===== src/hw/axi_pkg.sv =====
`default_nettype none

package axi_pkg;

  localparam int ADDR_W = 32;
  localparam int DATA_W = 32;

  typedef enum logic [1:0] {
    RESP_OKAY   = 2'b00,
    RESP_SLVERR = 2'b10,
    RESP_DECERR = 2'b11
  } axi_resp_e;

  typedef struct packed {
    logic [ADDR_W-1:0] addr;
  } axi_ar_t;

  typedef struct packed {
    logic [ADDR_W-1:0] addr;
  } axi_aw_t;

  typedef struct packed {
    logic [DATA_W-1:0]   data;
    logic [DATA_W/8-1:0] strb; // one bit per byte lane.
  } axi_w_t;

  typedef struct packed {
    logic [DATA_W-1:0] data;
    axi_resp_e         resp;
  } axi_r_t;

  typedef struct packed {
    axi_resp_e resp;
  } axi_b_t;

  // master side of one port.
  typedef struct packed {
    logic    ar_valid;
    axi_ar_t ar;
    logic    r_ready;
    logic    aw_valid;
    axi_aw_t aw;
    logic    w_valid;
    axi_w_t  w;
    logic    b_ready;
  } axi_req_t;

  typedef struct packed {
    logic   ar_ready;
    logic   r_valid;
    axi_r_t r;
    logic   aw_ready;
    logic   w_ready;
    logic   b_valid;
    axi_b_t b;
  } axi_rsp_t;

endpackage

`default_nettype wire


===== src/hw/soc_map_pkg.sv =====
`default_nettype none

package soc_map_pkg;

  localparam logic [31:0] SRAM_BASE      = 32'h8000_0000; // decoded on bits 31:27.
  localparam logic [31:0] CLINT_MTIME_LO = 32'ha000_0048;
  localparam logic [31:0] CLINT_MTIME_HI = 32'ha000_004c;
  localparam logic [31:0] UART_TX_ADDR   = 32'ha000_03f8;

  typedef enum logic [1:0] {
    DEV_NONE,
    DEV_SRAM,
    DEV_CLINT,
    DEV_UART
  } dev_e;

endpackage

`default_nettype wire


===== src/hw/axi_xbar.sv =====
`timescale 1ns/1ps
`default_nettype none

module axi_xbar (
  input  logic              clk,
  input  logic              rstn,
  input  axi_pkg::axi_req_t s_req,
  output axi_pkg::axi_rsp_t s_rsp,
  output axi_pkg::axi_req_t sram_req,
  output axi_pkg::axi_req_t clint_req,
  output axi_pkg::axi_req_t uart_req,
  input  axi_pkg::axi_rsp_t sram_rsp,
  input  axi_pkg::axi_rsp_t clint_rsp,
  input  axi_pkg::axi_rsp_t uart_rsp
);

  soc_map_pkg::dev_e rd_dec;
  soc_map_pkg::dev_e wr_dec;
  soc_map_pkg::dev_e rd_sel;
  soc_map_pkg::dev_e wr_addr_sel;
  soc_map_pkg::dev_e wr_sel;
  soc_map_pkg::dev_e rd_dev;
  soc_map_pkg::dev_e wr_dev;
  logic              rd_active;
  logic              wr_active;
  logic              busy;
  logic              ar_hs;
  logic              aw_hs;
  logic              w_hs;
  logic              r_hs;
  logic              b_hs;
  logic              err_wr;
  logic              err_r_valid;
  logic              err_w_got;
  logic              err_b_valid;

  function automatic soc_map_pkg::dev_e decode(input logic [axi_pkg::ADDR_W-1:0] addr);
    soc_map_pkg::dev_e dev;
    dev = soc_map_pkg::DEV_NONE;
    if (addr[31:27] == soc_map_pkg::SRAM_BASE[31:27]) begin
      dev = soc_map_pkg::DEV_SRAM;
    end else if (addr == soc_map_pkg::CLINT_MTIME_LO || addr == soc_map_pkg::CLINT_MTIME_HI) begin
      dev = soc_map_pkg::DEV_CLINT;
    end else if (addr == soc_map_pkg::UART_TX_ADDR) begin
      dev = soc_map_pkg::DEV_UART;
    end
    return dev;
  endfunction

  // payloads go everywhere, handshakes are added per route.
  function automatic axi_pkg::axi_req_t payload_only(input axi_pkg::axi_req_t req);
    axi_pkg::axi_req_t res;
    res          = req;
    res.ar_valid = 1'b0;
    res.r_ready  = 1'b0;
    res.aw_valid = 1'b0;
    res.w_valid  = 1'b0;
    res.b_ready  = 1'b0;
    return res;
  endfunction

  assign rd_dec = decode(s_req.ar.addr);
  assign wr_dec = decode(s_req.aw.addr);

  // reads reach sram and clint, writes reach sram and uart.
  assign rd_sel = (rd_dec == soc_map_pkg::DEV_SRAM || rd_dec == soc_map_pkg::DEV_CLINT)
                ? rd_dec : soc_map_pkg::DEV_NONE;
  assign wr_addr_sel = (wr_dec == soc_map_pkg::DEV_SRAM || wr_dec == soc_map_pkg::DEV_UART)
                     ? wr_dec : soc_map_pkg::DEV_NONE;
  assign wr_sel = wr_active ? wr_dev : wr_addr_sel;

  assign busy   = rd_active || wr_active;
  assign ar_hs  = s_req.ar_valid && s_rsp.ar_ready;
  assign aw_hs  = s_req.aw_valid && s_rsp.aw_ready;
  assign w_hs   = s_req.w_valid && s_rsp.w_ready;
  assign r_hs   = s_rsp.r_valid && s_req.r_ready;
  assign b_hs   = s_rsp.b_valid && s_req.b_ready;
  assign err_wr = (wr_sel == soc_map_pkg::DEV_NONE) && (wr_active || !busy);

  always_comb begin
    sram_req  = payload_only(s_req);
    clint_req = payload_only(s_req);
    uart_req  = payload_only(s_req);
    s_rsp     = '0;
    if (!busy) begin
      case (rd_sel)
        soc_map_pkg::DEV_SRAM: begin
          sram_req.ar_valid = s_req.ar_valid;
          s_rsp.ar_ready    = sram_rsp.ar_ready;
        end
        soc_map_pkg::DEV_CLINT: begin
          clint_req.ar_valid = s_req.ar_valid;
          s_rsp.ar_ready     = clint_rsp.ar_ready;
        end
        default: s_rsp.ar_ready = 1'b1; // error path takes it at once.
      endcase
      case (wr_addr_sel)
        soc_map_pkg::DEV_SRAM: begin
          sram_req.aw_valid = s_req.aw_valid;
          s_rsp.aw_ready    = sram_rsp.aw_ready;
        end
        soc_map_pkg::DEV_UART: begin
          uart_req.aw_valid = s_req.aw_valid;
          s_rsp.aw_ready    = uart_rsp.aw_ready;
        end
        default: s_rsp.aw_ready = 1'b1;
      endcase
    end
    if (wr_active || !busy) begin
      case (wr_sel)
        soc_map_pkg::DEV_SRAM: begin
          sram_req.w_valid = s_req.w_valid;
          s_rsp.w_ready    = sram_rsp.w_ready;
        end
        soc_map_pkg::DEV_UART: begin
          uart_req.w_valid = s_req.w_valid;
          s_rsp.w_ready    = uart_rsp.w_ready;
        end
        default: s_rsp.w_ready = !err_w_got && !err_b_valid;
      endcase
    end
    if (rd_active) begin
      case (rd_dev)
        soc_map_pkg::DEV_SRAM: begin
          sram_req.r_ready = s_req.r_ready;
          s_rsp.r_valid    = sram_rsp.r_valid;
          s_rsp.r          = sram_rsp.r;
        end
        soc_map_pkg::DEV_CLINT: begin
          clint_req.r_ready = s_req.r_ready;
          s_rsp.r_valid     = clint_rsp.r_valid;
          s_rsp.r           = clint_rsp.r;
        end
        default: begin
          s_rsp.r_valid = err_r_valid;
          s_rsp.r.resp  = axi_pkg::RESP_DECERR; // data stays zero.
        end
      endcase
    end
    if (wr_active) begin
      case (wr_dev)
        soc_map_pkg::DEV_SRAM: begin
          sram_req.b_ready = s_req.b_ready;
          s_rsp.b_valid    = sram_rsp.b_valid;
          s_rsp.b          = sram_rsp.b;
        end
        soc_map_pkg::DEV_UART: begin
          uart_req.b_ready = s_req.b_ready;
          s_rsp.b_valid    = uart_rsp.b_valid;
          s_rsp.b          = uart_rsp.b;
        end
        default: begin
          s_rsp.b_valid = err_b_valid;
          s_rsp.b.resp  = axi_pkg::RESP_DECERR;
        end
      endcase
    end
  end

  always_ff @(posedge clk) begin
    if (rstn) begin
      rd_active   <= 1'b0;
      wr_active   <= 1'b0;
      rd_dev      <= soc_map_pkg::DEV_NONE;
      wr_dev      <= soc_map_pkg::DEV_NONE;
      err_r_valid <= 1'b0;
      err_w_got   <= 1'b0;
      err_b_valid <= 1'b0;
    end else begin
      if (ar_hs) begin
        rd_active   <= 1'b1;
        rd_dev      <= rd_sel;
        err_r_valid <= (rd_sel == soc_map_pkg::DEV_NONE);
      end else if (r_hs) begin
        rd_active   <= 1'b0;
        err_r_valid <= 1'b0;
      end
      if (aw_hs) begin
        wr_active <= 1'b1;
        wr_dev    <= wr_addr_sel;
      end else if (b_hs) begin
        wr_active <= 1'b0;
      end
      if (b_hs) begin
        err_w_got   <= 1'b0;
        err_b_valid <= 1'b0;
      end else if (err_wr) begin
        if (w_hs) begin
          err_w_got <= 1'b1;
        end
        if ((wr_active || aw_hs) && (err_w_got || w_hs)) begin
          err_b_valid <= 1'b1; // both halves seen.
        end
      end
    end
  end

endmodule

`default_nettype wire


===== config.mk =====
export PLATFORM = sky130hd
export DESIGN_NAME = axi_xbar
export DESIGN_NICKNAME = d
export VERILOG_FILES = /design/src/hw/axi_pkg.sv /design/src/hw/soc_map_pkg.sv /design/src/hw/axi_xbar.sv
export SDC_FILE = /design/constraint.sdc
export NUM_CORES = 1
export LEC_CHECK = 0
export ABC_AREA = 1
export BUFFER_PORTS_ARGS = -buffer_cell sky130_fd_sc_hd__buf_2
export CORE_AREA = 2 2 227 229
export DETAILED_ROUTE_END_ITERATION = 16
export DIE_AREA = 0 0 229 231
export GPL_TIMING_DRIVEN = 0
export HOLD_SLACK_MARGIN = 0.05
export MAX_ROUTING_LAYER = met4
export PLACE_DENSITY = 0.3
export SLEW_MARGIN = 10
export SYNTH_ARGS = -nofsm -noshare
export SYNTH_HDL_FRONTEND = slang
export SYNTH_SLANG_ARGS = --single-unit

===== constraint.sdc =====
create_clock -name clk -period 2.4 [get_ports clk]
set_clock_uncertainty 0.05 [all_clocks]
set_input_delay 0.12 -clock clk [delete_from_list [all_inputs] [get_ports clk]]
set_output_delay 0.12 -clock clk [all_outputs]
set_load 0.02 [all_outputs]

==> results.cfg <==
[place]
dpl-instance-area_um2 = 7360
place.gp.congestion = 0.732
dp_cells = 1829
dp_hpwl_um = 18800
port_buffers = 503

[synth]
synth-seq-cells = 9
synthCells = 642
syn_area_um2 = 3970
synth_area_leaders = buf_4 58%, nand2_1 12%, a21oi_1 5.5%
synth_top_area_cell = buf_4
synth-seq-area-share_pct = 4.54
syn_avg_cell_area_um2 = 6.19
ys_warn_count = 0
yosysTopAreaCellShare_pct = 57.6
synth.distinct_cells = 31

[critical_path]
critical_path_required_ns = 2.23
cp_slowest_cell = nor4_4
crit_path_start_kind = input port
endpoint_kind = output pin
r2r-end = err_r_valid$_SDFFE_PP0P_
max_stage_delay_ns = 0.24
cp_data_arrival_time_ns = 2.05
crit_top_cell = buf_6
crit_chain = buf_4 -> nor2_4 -> nand3b_1 -> nor4_4 -> nand2_2 -> o31ai_4 -> buf_6 -> inv_1 -> ha_1 -> a21oi_1 -> and2_4 -> or2_4 -> inv_2 -> buf_6
r2r_slack_ns = 0.71
worstSetupPathType = input port to output pin
path_max_fanout = 4
rr_worst_depth = 8
regToRegStartpoint = rd_dev[1]$_SDFFE_PP0P_

[grt]
grt_pass1_wl_um = 27500
antenna_found_initial = 2
overflow = 0
grt_max_degree = 11
grt_pass1_vias = 4637
grt_usage_pct = 6.95

[worst_hold_path]
worstHoldStart = rstn
worstHoldPathType = input port to flop
whs_path_depth = 2
holdPathEnd = rd_active$_SDFFE_PP0P_

[detailed_routing]
postRouteAntennaNets = 0
drc = 0
wl_um = 20200
initialDrtViolationCount = 129
vias_per_cell = 2.83
post_drt_wl_per_cell_um = 11.0
first_pass_iters = 5
vias = 5210

[clock_tree]
cts_root_buf = clkbuf_16
clk_pin_slew_ns = 0.04
holdBufCountCts = 0
clock-sinks = 9
clk_latency_ns = 0.24
htree_levels = 1
cts_buffers = 3
cts_tree = built
clk_path_buf_depth = 2

[sta]
hold_violations = 0
fin_tns_setup_ns = 0
finalSetupViolations = 0
period_minus_slack_ns = 2.22
maxSlewViolCount = 0
tightest_slew_ns = 0.518
maxSlewHeadroom_pct = 65.3
rsz0062_at_grt = false
fmax_mhz = 450
hold_ws_ns = 0.0929
fin_crit_sh_pct = 92.6

[die]
die_w_um = 229
dieArea_um2 = 52900
core_um2 = 50700
initial_core_util_pct = 7.84
ioPinCount = 586
fp-row-count = 83
die-height_um = 231

[run_status]
outcome = complete, no violations

[pwr]
leakage_uw = 0.00435
totalPowerFinal_uw = 2030
ir_drop_v = 0.000243
powerDensity_nw_per_um2 = 268

[final_layout]
syn_to_final_growth_pct = 91.3
postLayoutCellArea_um2 = 7600
fin_cells = 1838
fillers = 6031
layout.nets = 1394
drive_gt1_share_pct = 73.5

[job]
max_cap_violations = 0
==> registers in the layout, summed over array words and instances, names as in the netlist <==
register     count
err_b_valid      1
err_r_valid      1
err_w_got        1
rd_active        1
rd_dev           2
wr_active        1
wr_dev           2
==> cell usage after synthesis, drive strengths merged <==
cell	n
or2	2
nand3b	3
buf	309
inv	51
o21ai	5
nor4	9
clkinv	2
a21oi	45
nand2	128
o221a	2
clkbuf	8
a221o	2
nor3	3
nand3	11
nand4	5
nor2	37
ha	6
and2	1
dfxtp	9
conb	1
and3	1
a221oi	1
o31ai	1
==> how the worst max path moves through the flow <==
stage / slack (ns) / from / cells past startpoint / end
2_1_floorplan: 0.43 / s_req[73] / 13 / err_r_valid$_SDFFE_PP0P_
3_3_place_gp: -0.76 / s_req[72] / 14 / rd_dev[0]$_SDFFE_PP0P_
3_5_place_dp: -0.79 / s_req[73] / 14 / rd_dev[1]$_SDFFE_PP0P_
4_1_cts: 0.0002 / s_req[72] / 13 / s_rsp[40]
5_1_grt: 0.007 / rd_dev[1]$_SDFFE_PP0P_ / 7 / s_rsp[26]
6_report: 0.18 / s_req[73] / 14 / s_rsp[40]
==> power breakdown <==
group          internal [uW]  leakage (uW)  switching (uW)
sequential               169     0.0000743            16.4
clock                    222     0.0000382            75.5
combinational            691       0.00424             860
==> cells by family (layout without fill, tap and decap cells) <==
family | after synthesis | in the layout | share of synthesized area (%)
buffers and inverters | 370 | 881 | 63.8
flip-flops | 9 | 9 | 4.54
adder cells (fa/ha/maj) | 6 | 6 | 1.89
AO/OA/AOI/OAI | 56 | 56 | 8.06
other | 1 | 6 | 0.0944
AND/OR/NAND/NOR | 200 | 200 | 21.6
==> layer usage <==
metal	vias up	wire length, um	GRT usage (%)
met2	217	10900	12.9
met5	-	0	-
li1	2705	-	-
met3	4	1360	1.41
met1	2284	7870	7.98
met4	0	58	0.386
==> critical path, delay by kind of cell <==
family          cells  cell delay (ns)
compound gates      2             0.33
simple gates        6             0.90
fa+ha+maj           1             0.20
buf+inv             5             0.49
==> through the flow <==
stage	util (%)	setup slack [ns]
4_1_cts	14.9	0.000192
2_1_floorplan	-	0.426
6_report	15.0	0.177
3_3_place_gp	14.5	-0.758
3_5_place_dp	14.5	-0.785
5_1_grt	15.0	0.00718
==> layout by cell type, fill, tap and decap left out, types with 2 or more instances in the layout <==
cell type,n
o221a_2,2
o21ai_0,5
nand2_1,124
dfxtp_1,9
inv_1,48
inv_2,3
buf_6,3
buf_4,309
nor2_4,2
a21oi_4,2
clkinv_1,2
clkbuf_1,5
a221o_1,2
conb_1,5
nor4_1,5
nand3b_1,3
nor4_4,2
buf_1,2
nor4_2,2
nand2_2,3
ha_1,5
clkbuf_16,3
nor3_1,3
nand4_1,4
nand3_2,2
nand3_1,9
nor2_2,4
clkbuf_2,5
buf_2,501
nor2_1,31
a21oi_1,43
==> layout make-up <==
cell class                      instances  area (um^2)  share of cell area [%]
Sequential cell                         9          180                    2.37
Clock buffer                            4         78.8                    1.04
Buffer                                317         2340                    30.8
Multi-Input combinational cell        267         1380                    18.2
Tap cell                              680          851                    11.2
Inverter                               53          199                    2.62
Timing Repair Buffer                  507         2570                    33.8
Antenna cell                            1         2.50                  0.0329
==> repair_timing <==
item	4_1_cts	5_1_grt
gates resized for setup	21	19
buffers inserted	3	1
endpoints found under the setup margin	7	18
pin swaps	6	6
Note: power is estimated with default switching activity, not from simulation.
