[src/hw/axi_pkg.sv]
`default_nettype none

package axi_pkg;

  localparam int ADDR_W = 32;
  localparam int DATA_W = 32;

  typedef enum logic [1:0] {
    RESP_OKAY   = 2'b00,
    RESP_SLVERR = 2'b10,
    RESP_DECERR = 2'b11
  } axi_resp_e;

  typedef struct packed {
    logic [ADDR_W-1:0] addr;
  } axi_ar_t;

  typedef struct packed {
    logic [ADDR_W-1:0] addr;
  } axi_aw_t;

  typedef struct packed {
    logic [DATA_W-1:0]   data;
    logic [DATA_W/8-1:0] strb; // one bit per byte lane.
  } axi_w_t;

  typedef struct packed {
    logic [DATA_W-1:0] data;
    axi_resp_e         resp;
  } axi_r_t;

  typedef struct packed {
    axi_resp_e resp;
  } axi_b_t;

  // master side of one port.
  typedef struct packed {
    logic    ar_valid;
    axi_ar_t ar;
    logic    r_ready;
    logic    aw_valid;
    axi_aw_t aw;
    logic    w_valid;
    axi_w_t  w;
    logic    b_ready;
  } axi_req_t;

  typedef struct packed {
    logic   ar_ready;
    logic   r_valid;
    axi_r_t r;
    logic   aw_ready;
    logic   w_ready;
    logic   b_valid;
    axi_b_t b;
  } axi_rsp_t;

endpackage

`default_nettype wire

[src/hw/clint_slave.sv]
`timescale 1ns/1ps
`default_nettype none

module clint_slave (
  input  logic              clk,
  input  logic              rstn,
  input  axi_pkg::axi_req_t req,
  output axi_pkg::axi_rsp_t rsp
);

  logic [63:0]                mtime;
  logic [axi_pkg::DATA_W-1:0] r_data;
  logic                       r_valid;
  logic                       ar_hs;

  // write channels stay closed.
  always_comb begin
    rsp          = '0;
    rsp.ar_ready = !r_valid;
    rsp.r_valid  = r_valid;
    rsp.r.data   = r_data;
    rsp.r.resp   = axi_pkg::RESP_OKAY;
  end

  assign ar_hs = req.ar_valid && rsp.ar_ready;

  always_ff @(posedge clk) begin
    if (ar_hs) begin
      r_data <= req.ar.addr[2] ? mtime[63:32] : mtime[31:0]; // bit 2 picks the half.
    end
  end

  always_ff @(posedge clk) begin
    if (rstn) begin
      mtime   <= '0;
      r_valid <= 1'b0;
    end else begin
      mtime <= mtime + 64'd1;
      if (ar_hs) begin
        r_valid <= 1'b1;
      end else if (req.r_ready) begin
        r_valid <= 1'b0;
      end
    end
  end

endmodule

`default_nettype wire

[config.mk]
export PLATFORM = sky130hd
export DESIGN_NAME = clint_slave
export DESIGN_NICKNAME = d
export VERILOG_FILES = /design/src/hw/axi_pkg.sv /design/src/hw/clint_slave.sv
export SDC_FILE = /design/constraint.sdc
export NUM_CORES = 1
export LEC_CHECK = 0
export BUFFER_PORTS_ARGS = -buffer_cell sky130_fd_sc_hd__buf_2
export CORE_ASPECT_RATIO = 1.5
export CORE_UTILIZATION = 45
export DETAILED_ROUTE_END_ITERATION = 8
export PLACE_DENSITY = 0.76
export SKIP_LAST_GASP = 1
export SLEW_MARGIN = 40
export SYNTH_ARGS = -nofsm -noshare
export SYNTH_HDL_FRONTEND = slang
export SYNTH_SLANG_ARGS = --single-unit
export TNS_END_PERCENT = 1
[constraint.sdc]
create_clock -name clk -period 2.35 [get_ports clk]
set_input_delay 0 -clock clk [delete_from_list [all_inputs] [get_ports clk]]
set_output_delay 0 -clock clk [all_outputs]
set_load 0.05 [all_outputs]
==> summary.txt, run 1 <==
status = complete, no violations
I/O Pins = 148
total CTS buffers = 9
worst rel slew slack = 0.461
die width = 82.5 µm
Max-Cap Viols = 0
CP Class = reg -> reg
clk root buf = clkbuf_16
pin count of the biggest net entering global routing = 41
final hold slack = 0.196 ns
DRT iter0 DRCs = 245
layer with the highest usage = met2
CTS Sinks = 97
dpl cells = 607
global-route wire length before repair = 15700 µm
Routed WL = 9760 µm
RSZ-0062 raised after global routing = yes
adder-cell area share of the yosys netlist = 0.00286
Power Dens Cells = 660 nW/µm²
Synth Area in Simple Gates = 0.233
sequential share of power = 0.512
initial antenna violation count = 0
Initial Utilization = 0.467
distinct cell type count after synthesis = 32
Core Rows = 43
mux contribution to synthesized area = 0.0747
Inserted Diodes = 0
number of synthesized flops with an enable pin = 32
combinational power share = 0.074
CTS Buffer Depth = 2
Fmax = 433 MHz
WL per Instance = 15.6 µm
# fillers = 801
number of routed nets with antenna violations = 0
minimum clock period = 2.31 ns
drt pass-1 iters = 5
Core Box Area = 9360 µm²
Chip Height = 123 µm
final RePlAce weighted congestion = 0.877
Multi-input gate area = 2030 µm²
Via-to-Cell Ratio = 5.64
Worst Path Arrival = 2.58 ns
met1 Usage GRT = 0.232
M3 GR Usage = 0.0327
Reg area = 2270 µm²
total grt overflow = 0
Min-Delay Path Class = in -> reg
Worst-path clk slew = 0.07 ns
Cells after Synth = 439
CTS tree = done
Synth Warn # = 0
vias in the first global route = 3370
Clock Latency Late Sink = 0.35 ns
Compound-Gate Fraction of Synth Area = 0.0704
layout cell share with drive strength beyond 1 = 0.265
Max H-tree Level = 3
clk_skew = 0.00734 ns
Global Route Usage Sum = 0.207
# DRC = 0
CP Launch Type = flop
internal power = 2640 µW
PortBufs = 38
clock network power share = 0.415
Hold Fails Final Rpt = 0
Final period util = 0.983
Crit. End Element = flop
final net count = 617
VDD IR max = 476 µV
Slew Viols, Final = 0
CP max FO = 6
XOR/XNOR share of the synthesized area = 0.0682
synthesized flop and latch total = 97
Setup violations, final = 0
Post-Syn Area = 4370 µm²
largest family of logic cells by synthesized area = simple AND/OR/NAND/NOR gates
measured slew at the worst slew-check pin = 0.808 ns
Async SR Flop Fraction = 0
required time of the critical path = 2.62 ns
prevailing post-synth register cell = dfxtp_1
Non-Filler Instances = 626
sw frac = 0.239
Leak = 0.00186 µW
synthesized area per cell = 9.95 µm²
die area = 10100 µm²
GR Util met2 = 0.360
Psw = 832 µW
synth-to-layout area growth = 20.4%
via count = 3530
post-synthesis sequential area ratio = 0.518
HPWL Detailed = 6990 µm
[worst paths after layout]
check | start | to | slack (ns) | cells past startpoint
worst max-delay path | mtime[7]$_SDFF_PP0_ | mtime[56]$_SDFF_PP0_ | 0.04 | 5
worst min-delay path | rstn | mtime[29]$_SDFF_PP0_ | 0.20 | 2
worst max register to register | mtime[7]$_SDFF_PP0_ | mtime[56]$_SDFF_PP0_ | 0.04 | 5
worst min register to register | mtime[63]$_SDFF_PP0_ | mtime[63]$_SDFF_PP0_ | 0.50 | 2
[metal layers]
| metal | share of wire | vias up |
|---|---|---|
| met5 | 0 | - |
| li1 | - | 1728 |
| met4 | 0.032 | 0 |
| met2 | 0.52 | 85 |
| met1 | 0.41 | 1696 |
| met3 | 0.036 | 21 |
[through the flow]
stage | setup TNS, ns | worst slack (ns) | total power, µW | area [µm²] | utilization
finish | 0 | 0.0408 | 3470 | 5260 | 0.562
global route | -0.104 | -0.0387 | 3560 | 5260 | 0.562
CTS | 0 | 0.0502 | 3500 | 5240 | 0.560
detailed placement | -0.0284 | -0.0284 | 2060 | 4910 | 0.525
global placement | 0 | 0.00256 | 2060 | 4910 | 0.525
floorplan | 0 | 0.0157 | 2010 | 4410 | -
[kinds of logic after synthesis]
kind of cell    after synthesis
flops                        97
compound gates               60
other cells                   1
fa+ha+maj                     1
simple gates                187
xor+xnor                     34
mux                          29
buf+inv                      30
[cells in the mapped netlist, types with 10 or more instances]
cell | n | area (µm²)
nand3_1 | 23 | 115
dfxtp_1 | 65 | 1300
clkbuf_1 | 15 | 56.3
xnor2_1 | 21 | 184
mux2_2 | 29 | 327
edfxtp_1 | 32 | 961
o21ai_0 | 29 | 145
nand2_1 | 26 | 97.6
a21oi_1 | 28 | 140
xor2_1 | 13 | 114
nand4_1 | 21 | 131
nor2_1 | 41 | 154
nor3_1 | 10 | 50.1
or3_1 | 29 | 181
[state kept, by name (all words and copies together), names as in the netlist]
register	flops
r_data	32
r_valid	1
mtime	64
[power by group through the flow]
| stage | clock (µW) | combinational, µW | sequential (µW) |
|---|---|---|---|
| detailed placement | 0 | 251 | 1810 |
| floorplan | 0 | 99.3 | 1910 |
| finish | 1440 | 255 | 1780 |
| global placement | 0 | 250 | 1810 |
| global route | 1520 | 269 | 1780 |
| CTS | 1460 | 256 | 1780 |
[cell type report]
class / instances / area share
sequential: 97 / 0.431
multi-input combinational: 318 / 0.385
timing repair buffer: 79 / 0.0980
clock buffer: 9 / 0.0428
tap: 112 / 0.0266
clock inverter: 7 / 0.0136
inverter: 4 / 0.00285
[worst max-delay path, cell delays in order (launching register included)]
cell,delay (ns)
dfxtp_1,0.39
nand3_1,0.13
or4_4,0.57
or4_4,0.59
or4_1,0.41
a21oi_1,0.14
[placed cells by master (no fill, tap or decap), types with 21 or more instances in the layout]
master / synthesis / routed
a21oi_1: 28 / 28
buf_2: 0 / 38
buf_4: 8 / 38
dfxtp_1: 65 / 62
edfxtp_1: 32 / 32
mux2_2: 29 / 29
nand2_1: 26 / 26
nand3_1: 23 / 22
nand4_1: 21 / 21
nor2_1: 41 / 41
o21ai_0: 29 / 29
or3_1: 29 / 29
xnor2_1: 21 / 21
[repair_timing]
action,4_1_cts,5_1_grt
pin swaps,3,1
gates resized for setup,1,3
endpoints found under the hold margin,1,0
buffers inserted,0,1
setup endpoints to repair,1,6
hold buffers,2,0
Note: power is estimated with default switching activity, not from simulation.
==> inputs of run 2 (changes only) <==
--- a/config.mk
+++ b/config.mk
@@ -10,6 +10,7 @@
 export CORE_UTILIZATION = 45
 export DETAILED_ROUTE_END_ITERATION = 8
 export PLACE_DENSITY = 0.76
+export SETUP_SLACK_MARGIN = 0.4
 export SKIP_LAST_GASP = 1
 export SLEW_MARGIN = 40
 export SYNTH_ARGS = -nofsm -noshare
==> run 2 against run 1 <==
Clock power down 3%. Non-clock buffer count shrank 3. Via count shrank 1.4%. Cell area decreased by 0.64%. Sequential share of layout area increased by 0.54 points. Cell count decreased by 0.48%. Highest routed layer unchanged.
==> summary.txt, run 2 (synthesis gave the netlist of run 1 again) <==
PortBufs = 38 (unchanged)
worst r2r src = mtime[1]$_SDFF_PP0_
reg-to-reg endpoint = mtime[56]$_SDFF_PP0_
internal power = 2610 µW (-1.1%)
Worst Hold Path EP = mtime[30]$_SDFF_PP0_
CP max FO = 6 (unchanged)
Final Power = 3420 µW (-1.5%)
reg2reg path depth = 6 (+1)
Post-Place Worst Slack = 0.0774 ns (+0.106 ns)
combinational power share = 0.072 (-0.002)
number of routed nets with antenna violations = 0 (unchanged)
Psw = 809 µW (-2.7%)
Max-Cap Viols = 0 (unchanged)
Max H-tree Level = 3 (unchanged)
Initial Utilization = 0.467 (unchanged)
clk root buf = clkbuf_16
final RePlAce weighted congestion = 0.878 (+0.11%)
CP Class = reg -> reg
most frequent cells in the layout = dfxtp_1 (55), nor2_1 (41), buf_2 (38)
Worst-path clk slew = 0.06 ns (about the same)
CP max stage cell = or4_4
Global Route Usage Sum = 0.210 (+0.00311)
Worst path top cell family by delay = simple AND/OR/NAND/NOR gates
Via-to-Cell Ratio = 5.59 (-0.91%)
synth-to-layout area growth = 19.6%
max reg flops = 64 (unchanged)
required time of the critical path = 2.64 ns (+0.02 ns)
pin count of the biggest net entering global routing = 36 (-12%)
Chip Height = 123 µm (unchanged)
setup TNS = 0 ns (unchanged)
CTS Sinks = 97 (unchanged)
Bufs and invs on worst path = 0 (unchanged)
commonest non-fill, non-tap cell in the layout = dfxtp_1
global-route wire length before repair = 15900 µm (+1.2%)
Routed WL = 9710 µm (-0.57%)
Slew Viols, Final = 0 (unchanged)
die width = 82.5 µm (unchanged)
Crit. End Element = flop
I/O Pins = 148 (unchanged)
vias in the first global route = 3345 (-0.74%)
worst rel slew slack = 0.471 (+0.00939)
clock network power share = 0.408 (-0.007)
Biggest register = mtime
via count = 3481 (-1.4%)
# DRC = 0 (unchanged)
Final period util = 0.967 (-0.0157)
final net count = 614 (-0.49%)
HP Start = rstn
VDD IR max = 488 µV (+2.6%)
Leak = 0.00185 µW (-0.59%)
hold path cells = 2 (unchanged)
CTS Buffer Depth = 2 (unchanged)
CP Cell Sequence = ha_4, nand4_4, or4_4, or4_4, or4_1, a21oi_2
total grt overflow = 0 (unchanged)
layout cell share with drive strength beyond 1 = 0.272 (+0.00742)
minimum clock period = 2.27 ns (-0.0370 ns)
die area = 10100 µm² (unchanged)
status = complete, no violations
sequential share of power = 0.520 (+0.008)
Clock Latency Late Sink = 0.35 ns (about the same)
DRT iter0 DRCs = 150 (-39%)
measured slew at the worst slew-check pin = 0.794 ns (-0.0141 ns)
Core Box Area = 9360 µm² (unchanged)
HPWL Detailed = 6680 µm (-4.4%)
Reg2Reg Setup Slack = 0.08 ns (+0.04 ns)
RSZ-0062 raised after global routing = yes
biggest regs = mtime x64, r_data x32, r_valid x1
Hold Fails Final Rpt = 0 (unchanged)
Worst Path Arrival = 2.56 ns (-0.02 ns)
clk_skew = 0.00562 ns (-0.00173 ns)
Setup violations, final = 0 (unchanged)
WL per Instance = 15.6 µm (about the same)
initial antenna violation count = 0 (unchanged)
Fmax = 440 MHz (+1.6%)
Min-Delay Path Class = in -> reg
Inserted Diodes = 0 (unchanged)
Power Dens Cells = 654 nW/µm² (-0.89%)
Core Rows = 43 (unchanged)
sw frac = 0.237 (-0.00290)
CTS tree = done
total CTS buffers = 9 (unchanged)
setup slack after layout = 0.0778 ns (+0.0370 ns)
critical path's most frequent cell = or4_4
CP Launch Type = flop
drt pass-1 iters = 4 (-1)
max incr delay on CP = 0.53 ns (-0.06 ns)
## run 2: per-stage QoR
| stage | util | area (µm²) | hold slack (ns) | instances |
|---|---|---|---|---|
| 6_report | 0.558 | 5230 | 0.177 | 623 |
| 5_1_grt | 0.558 | 5230 | 0.205 | 623 |
| 4_1_cts | 0.554 | 5180 | 0.166 | 620 |
| 3_5_place_dp | 0.521 | 4880 | 0.193 | 602 |
| 3_3_place_gp | 0.521 | 4880 | 0.187 | 602 |
| 2_1_floorplan | - | 4430 | 0.0990 | 445 |
## run 2: power by group through the flow
stage / Sequential [µW] / Clock (µW) / Combinational, µW
2_1_floorplan: 1920 / 0 / 101
3_3_place_gp: 1820 / 0 / 242
3_5_place_dp: 1820 / 0 / 243
4_1_cts: 1780 / 1410 / 247
5_1_grt: 1780 / 1480 / 260
6_report: 1780 / 1400 / 245
## run 2: worst max path at each step
stage               depth (start not counted)                   end  slack [ns]                  from
global placement                            6  mtime[56]$_SDFF_PP0_        0.12   mtime[1]$_SDFF_PP0_
global route                                6  mtime[53]$_SDFF_PP0_       -0.02   mtime[2]$_SDFF_PP0_
CTS                                         5  mtime[56]$_SDFF_PP0_        0.08  mtime[15]$_SDFF_PP0_
detailed placement                          5  mtime[56]$_SDFF_PP0_        0.08  mtime[14]$_SDFF_PP0_
floorplan                                   5  mtime[56]$_SDFF_PP0_        0.14   mtime[6]$_SDFF_PP0_
finish                                      6  mtime[56]$_SDFF_PP0_        0.08   mtime[1]$_SDFF_PP0_
## run 2: routing by layer
metal / track usage / up-vias / wire length (µm) / share of wire
met1: 0.256 / 1656 / 4090 / 0.42
met4: 0.107 / 0 / 268 / 0.028
met2: 0.346 / 82 / 4960 / 0.51
met3: 0.0424 / 21 / 383 / 0.039
met5: 0 / - / 0 / 0
li1: - / 1722 / - / -
## run 2: area by class of cell
| cell class | count | area, µm² |
|---|---|---|
| clock buffers | 13 | 270 |
| clock inverters | 3 | 15.0 |
| fillers | 835 | 4130 |
| inverters | 4 | 15.0 |
| multi-input cells | 318 | 2030 |
| flip-flops and latches | 97 | 2280 |
| well taps | 112 | 140 |
| repair buffers | 76 | 480 |
## run 2: timing repair
item,CTS,global route
pin swaps,0,2
endpoints found under the hold margin,1,0
cloned,0,0
hold buffers,2,0
setup buffers,0,3
setup endpoints to repair,35,41
gates resized for setup,2,7
