**src/hw/axi_pkg.sv**
```systemverilog
`default_nettype none

package axi_pkg;

  localparam int ADDR_W = 32;
  localparam int DATA_W = 32;

  typedef enum logic [1:0] {
    RESP_OKAY   = 2'b00,
    RESP_SLVERR = 2'b10,
    RESP_DECERR = 2'b11
  } axi_resp_e;

  typedef struct packed {
    logic [ADDR_W-1:0] addr;
  } axi_ar_t;

  typedef struct packed {
    logic [ADDR_W-1:0] addr;
  } axi_aw_t;

  typedef struct packed {
    logic [DATA_W-1:0]   data;
    logic [DATA_W/8-1:0] strb; // one bit per byte lane.
  } axi_w_t;

  typedef struct packed {
    logic [DATA_W-1:0] data;
    axi_resp_e         resp;
  } axi_r_t;

  typedef struct packed {
    axi_resp_e resp;
  } axi_b_t;

  // master side of one port.
  typedef struct packed {
    logic    ar_valid;
    axi_ar_t ar;
    logic    r_ready;
    logic    aw_valid;
    axi_aw_t aw;
    logic    w_valid;
    axi_w_t  w;
    logic    b_ready;
  } axi_req_t;

  typedef struct packed {
    logic   ar_ready;
    logic   r_valid;
    axi_r_t r;
    logic   aw_ready;
    logic   w_ready;
    logic   b_valid;
    axi_b_t b;
  } axi_rsp_t;

endpackage

`default_nettype wire

```
**src/hw/axi_arbiter.sv**
```systemverilog
`timescale 1ns/1ps
`default_nettype none

module axi_arbiter (
  input  logic              clk,
  input  logic              rstn,
  input  axi_pkg::axi_req_t s0_req,
  input  axi_pkg::axi_req_t s1_req,
  output axi_pkg::axi_rsp_t s0_rsp,
  output axi_pkg::axi_rsp_t s1_rsp,
  output axi_pkg::axi_req_t m_req,
  input  axi_pkg::axi_rsp_t m_rsp
);

  typedef enum logic {
    ARB_IDLE,
    ARB_BUSY
  } arb_state_e;

  arb_state_e        state;
  logic              live;   // high once out of reset.
  logic              owner;
  logic              dir_wr;
  logic              ptr;
  logic              ptr_has_addr;
  logic              sel;
  logic              idle;
  logic              en_ar;
  logic              en_aw;
  logic              en_w;
  logic              en_r;
  logic              en_b;
  axi_pkg::axi_req_t cur;
  axi_pkg::axi_rsp_t grant_rsp;

  assign idle         = live && (state == ARB_IDLE);
  assign ptr_has_addr = ptr ? (s1_req.ar_valid || s1_req.aw_valid)
                            : (s0_req.ar_valid || s0_req.aw_valid);
  assign sel = (state == ARB_BUSY) ? owner : (ptr_has_addr ? ptr : ~ptr);
  assign cur = sel ? s1_req : s0_req;

  // a read wins if the chosen master offers both.
  assign en_ar = idle;
  assign en_aw = idle && !cur.ar_valid;
  assign en_w  = idle ? (cur.aw_valid && !cur.ar_valid) : ((state == ARB_BUSY) && dir_wr);
  assign en_r  = (state == ARB_BUSY) && !dir_wr;
  assign en_b  = (state == ARB_BUSY) && dir_wr;

  always_comb begin
    m_req          = cur;
    m_req.ar_valid = cur.ar_valid && en_ar;
    m_req.aw_valid = cur.aw_valid && en_aw;
    m_req.w_valid  = cur.w_valid && en_w;
    m_req.r_ready  = cur.r_ready && en_r;
    m_req.b_ready  = cur.b_ready && en_b;
  end

  always_comb begin
    grant_rsp          = m_rsp;
    grant_rsp.ar_ready = m_rsp.ar_ready && en_ar;
    grant_rsp.aw_ready = m_rsp.aw_ready && en_aw;
    grant_rsp.w_ready  = m_rsp.w_ready && en_w;
    grant_rsp.r_valid  = m_rsp.r_valid && en_r;
    grant_rsp.b_valid  = m_rsp.b_valid && en_b;
    s0_rsp = '0;
    s1_rsp = '0;
    if (sel) begin
      s1_rsp = grant_rsp;
    end else begin
      s0_rsp = grant_rsp;
    end
  end

  always_ff @(posedge clk) begin
    if (rstn) begin
      state  <= ARB_IDLE;
      live   <= 1'b0;
      owner  <= 1'b0;
      dir_wr <= 1'b0;
      ptr    <= 1'b0;
    end else begin
      live <= 1'b1;
      case (state)
        ARB_IDLE: begin
          if (m_req.ar_valid && m_rsp.ar_ready) begin
            state  <= ARB_BUSY;
            owner  <= sel;
            dir_wr <= 1'b0;
          end else if (m_req.aw_valid && m_rsp.aw_ready) begin
            state  <= ARB_BUSY;
            owner  <= sel;
            dir_wr <= 1'b1;
          end
        end
        ARB_BUSY: begin
          if ((m_req.r_ready && m_rsp.r_valid) || (m_req.b_ready && m_rsp.b_valid)) begin
            state <= ARB_IDLE;
            ptr   <= ~owner; // other master first next time.
          end
        end
        default: state <= ARB_IDLE;
      endcase
    end
  end

endmodule

`default_nettype wire

```
**config.mk**
```make
export PLATFORM = sky130hd
export DESIGN_NAME = axi_arbiter
export DESIGN_NICKNAME = d
export VERILOG_FILES = /design/src/hw/axi_pkg.sv /design/src/hw/axi_arbiter.sv
export SDC_FILE = /design/constraint.sdc
export NUM_CORES = 1
export LEC_CHECK = 0
export BUFFER_PORTS_ARGS = -buffer_cell sky130_fd_sc_hd__buf_2
export CAP_MARGIN = 10
export CORE_AREA = 10 10 161 163
export DETAILED_ROUTE_END_ITERATION = 12
export DIE_AREA = 0 0 171 173
export PLACE_DENSITY = 0.45
export SYNTH_ARGS = -nofsm -noshare
export SYNTH_HDL_FRONTEND = slang
export SYNTH_SLANG_ARGS = --single-unit
```
**constraint.sdc**
```tcl
create_clock -name clk -period 1.92 [get_ports clk]
set_input_delay 0.192 -clock clk [delete_from_list [all_inputs] [get_ports clk]]
set_output_delay 0.192 -clock clk [all_outputs]
set_load 0.01 [all_outputs]
```
==> results of run 1 <==
state kept, by name, summed over array words and instances, names as in the netlist:
signal and count:
owner 1, ptr 1, live 1, dir_wr 1, state 1
stage by stage:
step	TNS (ns)	instance area, µm²	std cells	total power, W	util, %
global placement	0	4920	1192	0.00248	21.8
finish	-13.70	6110	1222	0.00366	27.1
CTS	-20.50	5420	1210	0.00322	24.0
global route	-27.05	6110	1221	0.00396	27.1
floorplan	0	2330	478	0.00134	-
detailed placement	0	4920	1192	0.00247	21.8
worst paths after layout:
check        startpoint         to  slack [ns]  cells past startpoint
max                 ptr  m_req[78]       -0.13                      7
min reg2reg      dir_wr     dir_wr        0.60                      2
min                rstn       live        0.20                      2
max reg2reg         ptr      state        0.04                      7
logic make-up after synthesis:
group,after synthesis
compound gates,31
buf+inv,38
flops,5
mux,2
simple gates,402
critical path, delay by kind of cell (launching register included):
family,cells,cell delay [ns]
flip-flops,1,0.33
AND/OR/NAND/NOR,3,0.62
buffers and inverters,3,0.45
AO/OA/AOI/OAI,1,0.22
cell usage in the layout (no fill, tap or decap), types with 5 or more instances in the layout:
master / instances
and2_1: 59
inv_1: 6
buf_4: 14
buf_6: 62
nand2_4: 16
a21oi_1: 9
nand2_2: 46
clkbuf_16: 9
nand2_1: 247
buf_2: 388
buf_12: 10
buf_16: 5
and2_4: 13
where the power goes:
part | leakage, nW | internal (W) | switching [W]
registers | 0.0415 | 0.000112 | 0.00000616
clock network | 0.0382 | 0.000275 | 0.0000635
logic | 3.67 | 0.00161 | 0.00160
total | 3.75 | 0.00199 | 0.00167
timing repair:
action,4_1_cts,5_1_grt
resized for setup,45,132
pin swaps,6,28
setup endpoints to repair,181,183
buffers inserted,9,4
gates cloned,5,8
final cells by class:
cell class / count / area [µm²] / area share (%)
Clock buffer: 4 / 78.8 / 1.29
Timing Repair Buffer: 486 / 3250 / 53.2
Multi-Input combinational cell: 435 / 2300 / 37.6
Inverter: 6 / 22.5 / 0.369
Sequential cell: 5 / 101 / 1.66
Antenna cell: 1 / 2.50 / 0.0410
Tap cell: 285 / 357 / 5.84
metal layers:
layer  up-vias  GRT usage (%)
met3        16           5.99
met4         4           1.09
met5         -              0
met1      2072           12.9
li1       2402              -
met2       286           23.1
==> impl_metrics.csv, run 1 <==
group,metric,value,unit
run_status,outcome,"finished with violations",
run_status,violations,"negative setup slack",
yosys,syn-num-nets,731,
routing,topRoutingLayerUsed,"met5",
worst_hold_path,hold_path.class,"in2reg",
timing,setup_viol_count_final,175,
floorplanning,start_util,10.3,%
floorplanning,die_x,171,µm
setup_path,criticalPathCategory,"reg2out",
timing,rsz0062_at_grt,"true",
setup_path,crit_required,1.73,ns
yosys,synth_top_family_by_area,"simple AND/OR/NAND/NOR gates",
routing,dr_wl_met2,10800,µm
grt,grt_pass1_wl,29400,µm
yosys,netlist_instances,478,
floorplanning,core_region_area,22600,µm²
setup_path,path_cells,"or4b_4 > o211a_4 > buf_12 > clkbuf_16 > nand2_1 > nand2_1 > buf_6",
yosys,ys_ff_latch,5,
routing,drcViolationCount,0,
run,maxCapViolCount,0,
setup_path,start_kind,"flop",
setup_path,critPathMostFrequentCell,"nand2_1",
yosys,synth-xor-area-share,0,%
clocking,cts_tree,"built",
clocking,path_clk_slew,0.03,ns
clocking,numCtsBuffers,3,
cells_and_area,fillCellCount,2530,
routing,dr_wl_met3,2890,µm
place,io_buffers,439,
timing,clock.fmax,488,MHz
timing,holdWs,0.203,ns
yosys,synth_top_area_cell,"nand2_1",
floorplanning,die_area,29600,µm²
cells_and_area,drive_above_1_share,61.3,%
routing,drt-met1-wl,7950,µm
timing,min_period,2.05,ns
yosys,syn_area_per_cell,4.88,µm²
yosys,synth.area.mux_share,0.859,%
cells_and_area,fin_nets,1190,
grt,grtUsageTotal,12.5,%
power,p_leak,3.75,nW
timing,period_share,107,%
yosys,synth_edf_count,0,
yosys,synth_common_cells,"nand2_1, and2_1, buf_4, clkbuf_1, a21oi_1",
yosys,yosys.area_share.simple,74.8,%
clocking,clock_latency,0.22,ns
clocking,cts-root-buf,"clkbuf_16",
place,hpwl,17100,µm
timing,drv_slew,0,
yosys,ys.flop_type,"dfxtp_1",
floorplanning,rows,55,
grt,grt-ovfl-total,0,
routing,drt_first_pass_iters,4,
grt,grt_start_max_net_pins,63,
setup_path,path_max_fanout,8,
timing,fin_ws,-0.128,ns
yosys,synth.most_common_cell,"nand2_1",
routing,wire_per_inst,17.9,µm
clocking,cts_max_path_buffers,2,
grt,antenna_found_initial,3,
timing,fin_skew,0.00148,ns
yosys,synthAdderAreaFrac,0,%
timing,max_slew_margin,79.2,%
setup_path,critPathSlowestCell,"or4b_4",
yosys,synth-compound-area-share,9.18,%
place,pre_cts_ws,0.0350,ns
setup_path,critPathCaptureType,"output pin",
routing,ant_nets,0,
power,cellPowerDensity,600,nW/µm²
routing,wl,21800,µm
yosys,syn_area,2330,µm²
routing,routed_via_density,3.91,
grt,grt_pass1_vias,5039,
timing,tightest_slew,0.305,ns
routing,num_vias,4780,
yosys,synth_top_area_share,49.8,%
floorplanning,die_height,173,µm
yosys,seq_area_frac_synth,4.29,%
clocking,htree_levels,1,
yosys,yosys_warnings,0,
clocking,clock_sinks,5,
yosys,ys_async_sr_fraction,0,%
yosys,synth.distinct_cells,32,
power,ir_worst_vdd,0.251,mV
place,routabilityCongestion,0.857,
floorplanning,io_pins,440,
clocking,hold_buffers,0,
setup_path,arrival,1.86,ns
timing,hold_viol,0,
cells_and_area,syn_to_final_growth,162,%
setup_path,max_stage_delay,0.49,ns
routing,drt_iter0_markers,146,
yosys,synth_area_leaders,"nand2_1, and2_1, buf_6",
(Power assumes the default switching activity.)
==> run 2: changes to the inputs <==
==> constraint.sdc (replaced) <==
create_clock -name clk -period 2.2 [get_ports clk]
set_input_delay 0.22 -clock clk [delete_from_list [all_inputs] [get_ports clk]]
set_output_delay 0.22 -clock clk [all_outputs]
set_load 0.01 [all_outputs]
==> impl_metrics.csv, run 2 (synthesis gave the netlist of run 1 again) <==
group,metric,value,unit
run_status,outcome,"completed",
routing,ant_nets,0,
floorplanning,io_pins,440,
floorplanning,rows,55,
cells_and_area,fin_cells,1203,
floorplanning,die_x,171,µm
clocking,clock_latency,0.22,ns
clocking,cts-root-buf,"clkbuf_16",
clocking,htree_levels,1,
clocking,hold_buffers,0,
timing,clock.fmax,472,MHz
place,routabilityCongestion,0.817,
floorplanning,die_height,173,µm
grt,antenna_found_initial,4,
timing,drv_slew,0,
setup_path,r2r-end,"state",
routing,drt_first_pass_iters,4,
grt,grt-ovfl-total,0,
power,p_leak,3.38,nW
place,dpl.cell_count,1183,
clocking,path_clk_slew,0.03,ns
routing,wl,20600,µm
power,cellPowerDensity,502,nW/µm²
grt,grt_pass1_vias,4771,
cells_and_area,fin_nets,1170,
floorplanning,core_region_area,22600,µm²
routing,num_vias,4592,
cells_and_area,layout_common_cells,"buf_2, nand2_1, and2_1",
setup_path,path_max_fanout,24,
setup_path,crit_required,1.98,ns
timing,max_slew_margin,69.4,%
setup_path,critPathCaptureType,"output pin",
timing,min_period,2.12,ns
timing,rsz0062_at_grt,"false",
place,hpwl,16600,µm
routing,wire_per_inst,17.1,µm
timing,setup_viol_count_final,0,
cells_and_area,drive_above_1_share,51.9,%
worst_hold_path,hold_path.class,"in2reg",
routing,drt_iter0_markers,169,
place,io_buffers,439,
clocking,numCtsBuffers,3,
setup_path,criticalPathCategory,"reg2out",
timing,fin_tns_setup,0,ns
setup_path,cp-startpoint,"ptr",
cells_and_area,syn_to_final_growth,122,%
setup_path,r2r-start,"ptr",
timing,period_share,96.4,%
grt,grt_pass1_wl,27500,µm
clocking,cts_tree,"built",
power,ir_worst_vdd,0.182,mV
setup_path,arrival,1.90,ns
cells_and_area,fillCellCount,2654,
grt,grt_start_max_net_pins,78,
timing,holdWs,0.240,ns
setup_path,ff2ff_path_depth,6,
clocking,cts_max_path_buffers,2,
clocking,clock_sinks,5,
cells_and_area,mostFrequentLayoutCell,"buf_2",
routing,routed_via_density,3.82,
timing,hold_viol,0,
floorplanning,start_util,10.3,%
setup_path,reg2reg_slack,0.32,ns
timing,fin_skew,0.000640,ns
floorplanning,die_area,29600,µm²
run,maxCapViolCount,0,
routing,drcViolationCount,0,
setup_path,start_kind,"flop",
grt,grtUsageTotal,11.5,%
setup_path,cp-endpoint,"s1_rsp[13]",
timing,tightest_slew,0.459,ns
run 2: how the worst min path moves through the flow:
stage               from  endpoint  slack, ns  depth (start not counted)
finish              rstn      live       0.24                          2
global route        rstn      live       0.25                          2
CTS                 rstn      live       0.24                          2
detailed placement  rstn      live       0.48                          2
global placement    rstn      live       0.47                          2
floorplan           rstn     owner       0.29                          1
run 2: final cells by class:
cell class / instances / area, µm² / share of cell area [%]
repair buffers: 466 / 2610 / 50.5
multi-input cells: 435 / 2000 / 38.6
well taps: 285 / 357 / 6.89
flip-flops and latches: 5 / 101 / 1.96
clock buffers: 4 / 78.8 / 1.52
inverters: 6 / 22.5 / 0.435
diodes: 2 / 5.00 / 0.0967
run 2: timing repair:
item                                    CTS  global route
cloned                                    0             8
pin swaps                                 0             1
hold endpoints to repair                  0             0
buffers inserted                          2             4
resized for setup                         1             4
endpoints found under the setup margin   15           118
run 2: metrics by stage:
step | utilization [%] | area (µm²) | worst slack [ns] | total power [W]
floorplan | - | 2330 | 0.315 | 0.00117
global placement | 21.4 | 4830 | 0.135 | 0.00211
detailed placement | 21.4 | 4830 | 0.130 | 0.00210
CTS | 21.8 | 4930 | 0.00324 | 0.00242
global route | 22.9 | 5170 | 0.00752 | 0.00287
finish | 22.9 | 5180 | 0.0793 | 0.00260
run 2: critical path: stages (launching register included):
cell and delay, ns:
dfxtp_2 0.35, or4b_4 0.50, o211a_4 0.20, buf_12 0.16, buf_4 0.16, and2_1 0.15, buf_2 0.14
run 2: where the power goes:
part	switching, W	internal (W)	total [W]
logic	0.00121	0.000990	0.00220
registers	0.00000587	0.0000977	0.000104
clock network	0.0000563	0.000240	0.000296
total	0.00127	0.00133	0.00260
run 2: per-layer routing:
layer	routed length (µm)	vias to the layer above	track usage [%]
met2	9670	289	20.9
met1	7860	1937	11.8
met4	125	4	1.49
li1	-	2348	-
met3	2900	14	5.67
met5	27	-	0
==> run 3: changes to the inputs <==
==> config.mk (replaced) <==
export PLATFORM = sky130hd
export DESIGN_NAME = axi_arbiter
export DESIGN_NICKNAME = d
export VERILOG_FILES = /design/src/hw/axi_pkg.sv /design/src/hw/axi_arbiter.sv
export SDC_FILE = /design/constraint.sdc
export NUM_CORES = 1
export LEC_CHECK = 0
export CAP_MARGIN = 10
export CORE_AREA = 10 10 162 164
export DETAILED_ROUTE_END_ITERATION = 12
export DIE_AREA = 0 0 172 174
export DONT_BUFFER_PORTS = 1
export GPL_TIMING_DRIVEN = 1
export PLACE_DENSITY = 0.3
export SYNTH_ARGS = -nofsm -noshare
export SYNTH_HDL_FRONTEND = slang
export SYNTH_SLANG_ARGS = --single-unit
==> impl_metrics.csv, run 3 (synthesis gave the netlist of run 1 again) <==
group,metric,value,unit
run_status,outcome,"completed",
setup_path,crit_required,1.98,ns
place,dpl.cell_count,749,
run,maxCapViolCount,0,
cells_and_area,diodes,0,
cells_and_area,fillCellCount,2730,
floorplanning,die_height,174,µm
power,p_leak,1.49,nW
timing,setup_viol_count_final,0,
setup_path,arrival,1.93,ns
floorplanning,core_region_area,23100,µm²
cells_and_area,mostFrequentLayoutCell,"nand2_1",
clocking,hold_buffers,0,
routing,drcViolationCount,0,
setup_path,start_kind,"flop",
grt,grt_start_max_net_pins,73,
grt,grt_pass1_vias,3212,
setup_path,r2r-end,"state",
routing,wire_per_inst,22.1,µm
timing,hold_viol,0,
power,p_total,0.00179,W
power,ir_worst_vdd,0.346,mV
clocking,numCtsBuffers,3,
setup_path,reg2reg_slack,0.47,ns
setup_path,critPathCaptureType,"output pin",
routing,routed_via_density,4.05,
routing,drt_iter0_markers,115,
cells_and_area,fin_nets,726,
grt,grtUsageTotal,9.18,%
grt,grt-ovfl-total,0,
timing,min_period,2.15,ns
cells_and_area,fin_cells,762,
floorplanning,start_util,10.1,%
timing,tightest_slew,0.380,ns
setup_path,r2r-start,"state",
clocking,clock_latency,0.23,ns
clocking,htree_levels,1,
clocking,cts-root-buf,"clkbuf_16",
power,cellPowerDensity,631,nW/µm²
timing,rsz0062_at_grt,"true",
worst_hold_path,min_delay_path_depth,1,
floorplanning,die_x,172,µm
floorplanning,rows,56,
setup_path,path_max_fanout,10,
cells_and_area,syn_to_final_growth,21.5,%
clocking,clock_sinks,5,
cells_and_area,seq_area,100,µm²
worst_hold_path,hold_path.class,"in2reg",
cells_and_area,layout_common_cells,"nand2_1, and2_1, buf_4",
cells_and_area,multiInputGateArea,2010,µm²
timing,fin_skew,0.000268,ns
worst_hold_path,hold_path.startpoint,"rstn",
clocking,path_clk_slew,0.03,ns
grt,antenna_found_initial,0,
timing,clock.fmax,465,MHz
setup_path,ff2ff_path_depth,5,
timing,period_share,97.7,%
clocking,cts_tree,"built",
place,routabilityCongestion,0.783,
timing,max_slew_margin,74.7,%
setup_path,criticalPathCategory,"reg2out",
place,hpwl,14500,µm
timing,drv_slew,0,
place,io_buffers,0,
routing,wl,16800,µm
floorplanning,die_area,29900,µm²
routing,num_vias,3084,
cells_and_area,drive_above_1_share,6.78,%
worst_hold_path,min_to,"dir_wr",
floorplanning,io_pins,440,
routing,ant_nets,0,
routing,drt_first_pass_iters,6,
clocking,cts_max_path_buffers,2,
grt,grt_pass1_wl,21500,µm
## run 3: metal layers
metal	global-route usage, %	share of wire (%)
met1	8.73	34
met2	17.9	52
met3	4.24	14
met4	0.862	0.20
met5	0	0
## run 3: power breakdown
| part | internal, W | switching, W |
|---|---|---|
| sequential | 0.0000975 | 0.00000676 |
| combinational | 0.000410 | 0.000976 |
| clock | 0.000240 | 0.0000584 |
| total | 0.000747 | 0.00104 |
## run 3: area by class of cell
cell class,instances,area share (%)
Timing Repair Buffer,22,9.28
Clock buffer,4,2.78
Tap cell,290,12.8
Sequential cell,5,3.53
Multi-Input combinational cell,435,70.8
Inverter,6,0.795
## run 3: stage by stage
stage               setup slack (ns)  hold slack (ns)  util (%)  TNS, ns  area [µm²]
global placement               0.264            0.298      11.4        0        2630
global route                 -0.0412           0.0588      12.3  -0.0592        2830
detailed placement             0.271            0.300      11.4        0        2630
finish                        0.0513           0.0635      12.3        0        2830
floorplan                      0.315            0.289         -        0        2330
CTS                           0.0234           0.0594      11.7        0        2710
## run 3: worst max path at each step
stage	slack, ns	from	cells after the start	to
after floorplan	0.31	state	6	m_req[71]
after global placement	0.26	state	5	s0_rsp[3]
after detailed placement	0.27	state	5	s0_rsp[3]
after CTS	0.02	state	5	s0_rsp[3]
after global routing	-0.04	state	6	m_req[71]
final	0.05	state	6	m_req[71]
## run 3: critical path, cell delays in order (launching register included)
cell and delay [ns]:
dfxtp_1 0.33, or4b_4 0.58, o211a_4 0.22, buf_4 0.16, mux2i_1 0.11, nor3_1 0.15, buf_4 0.16
## run 3: repair_timing
action | 4_1_cts | 5_1_grt
setup buffers | 0 | 7
endpoints found under the setup margin | 0 | 38
resized for setup | 0 | 5
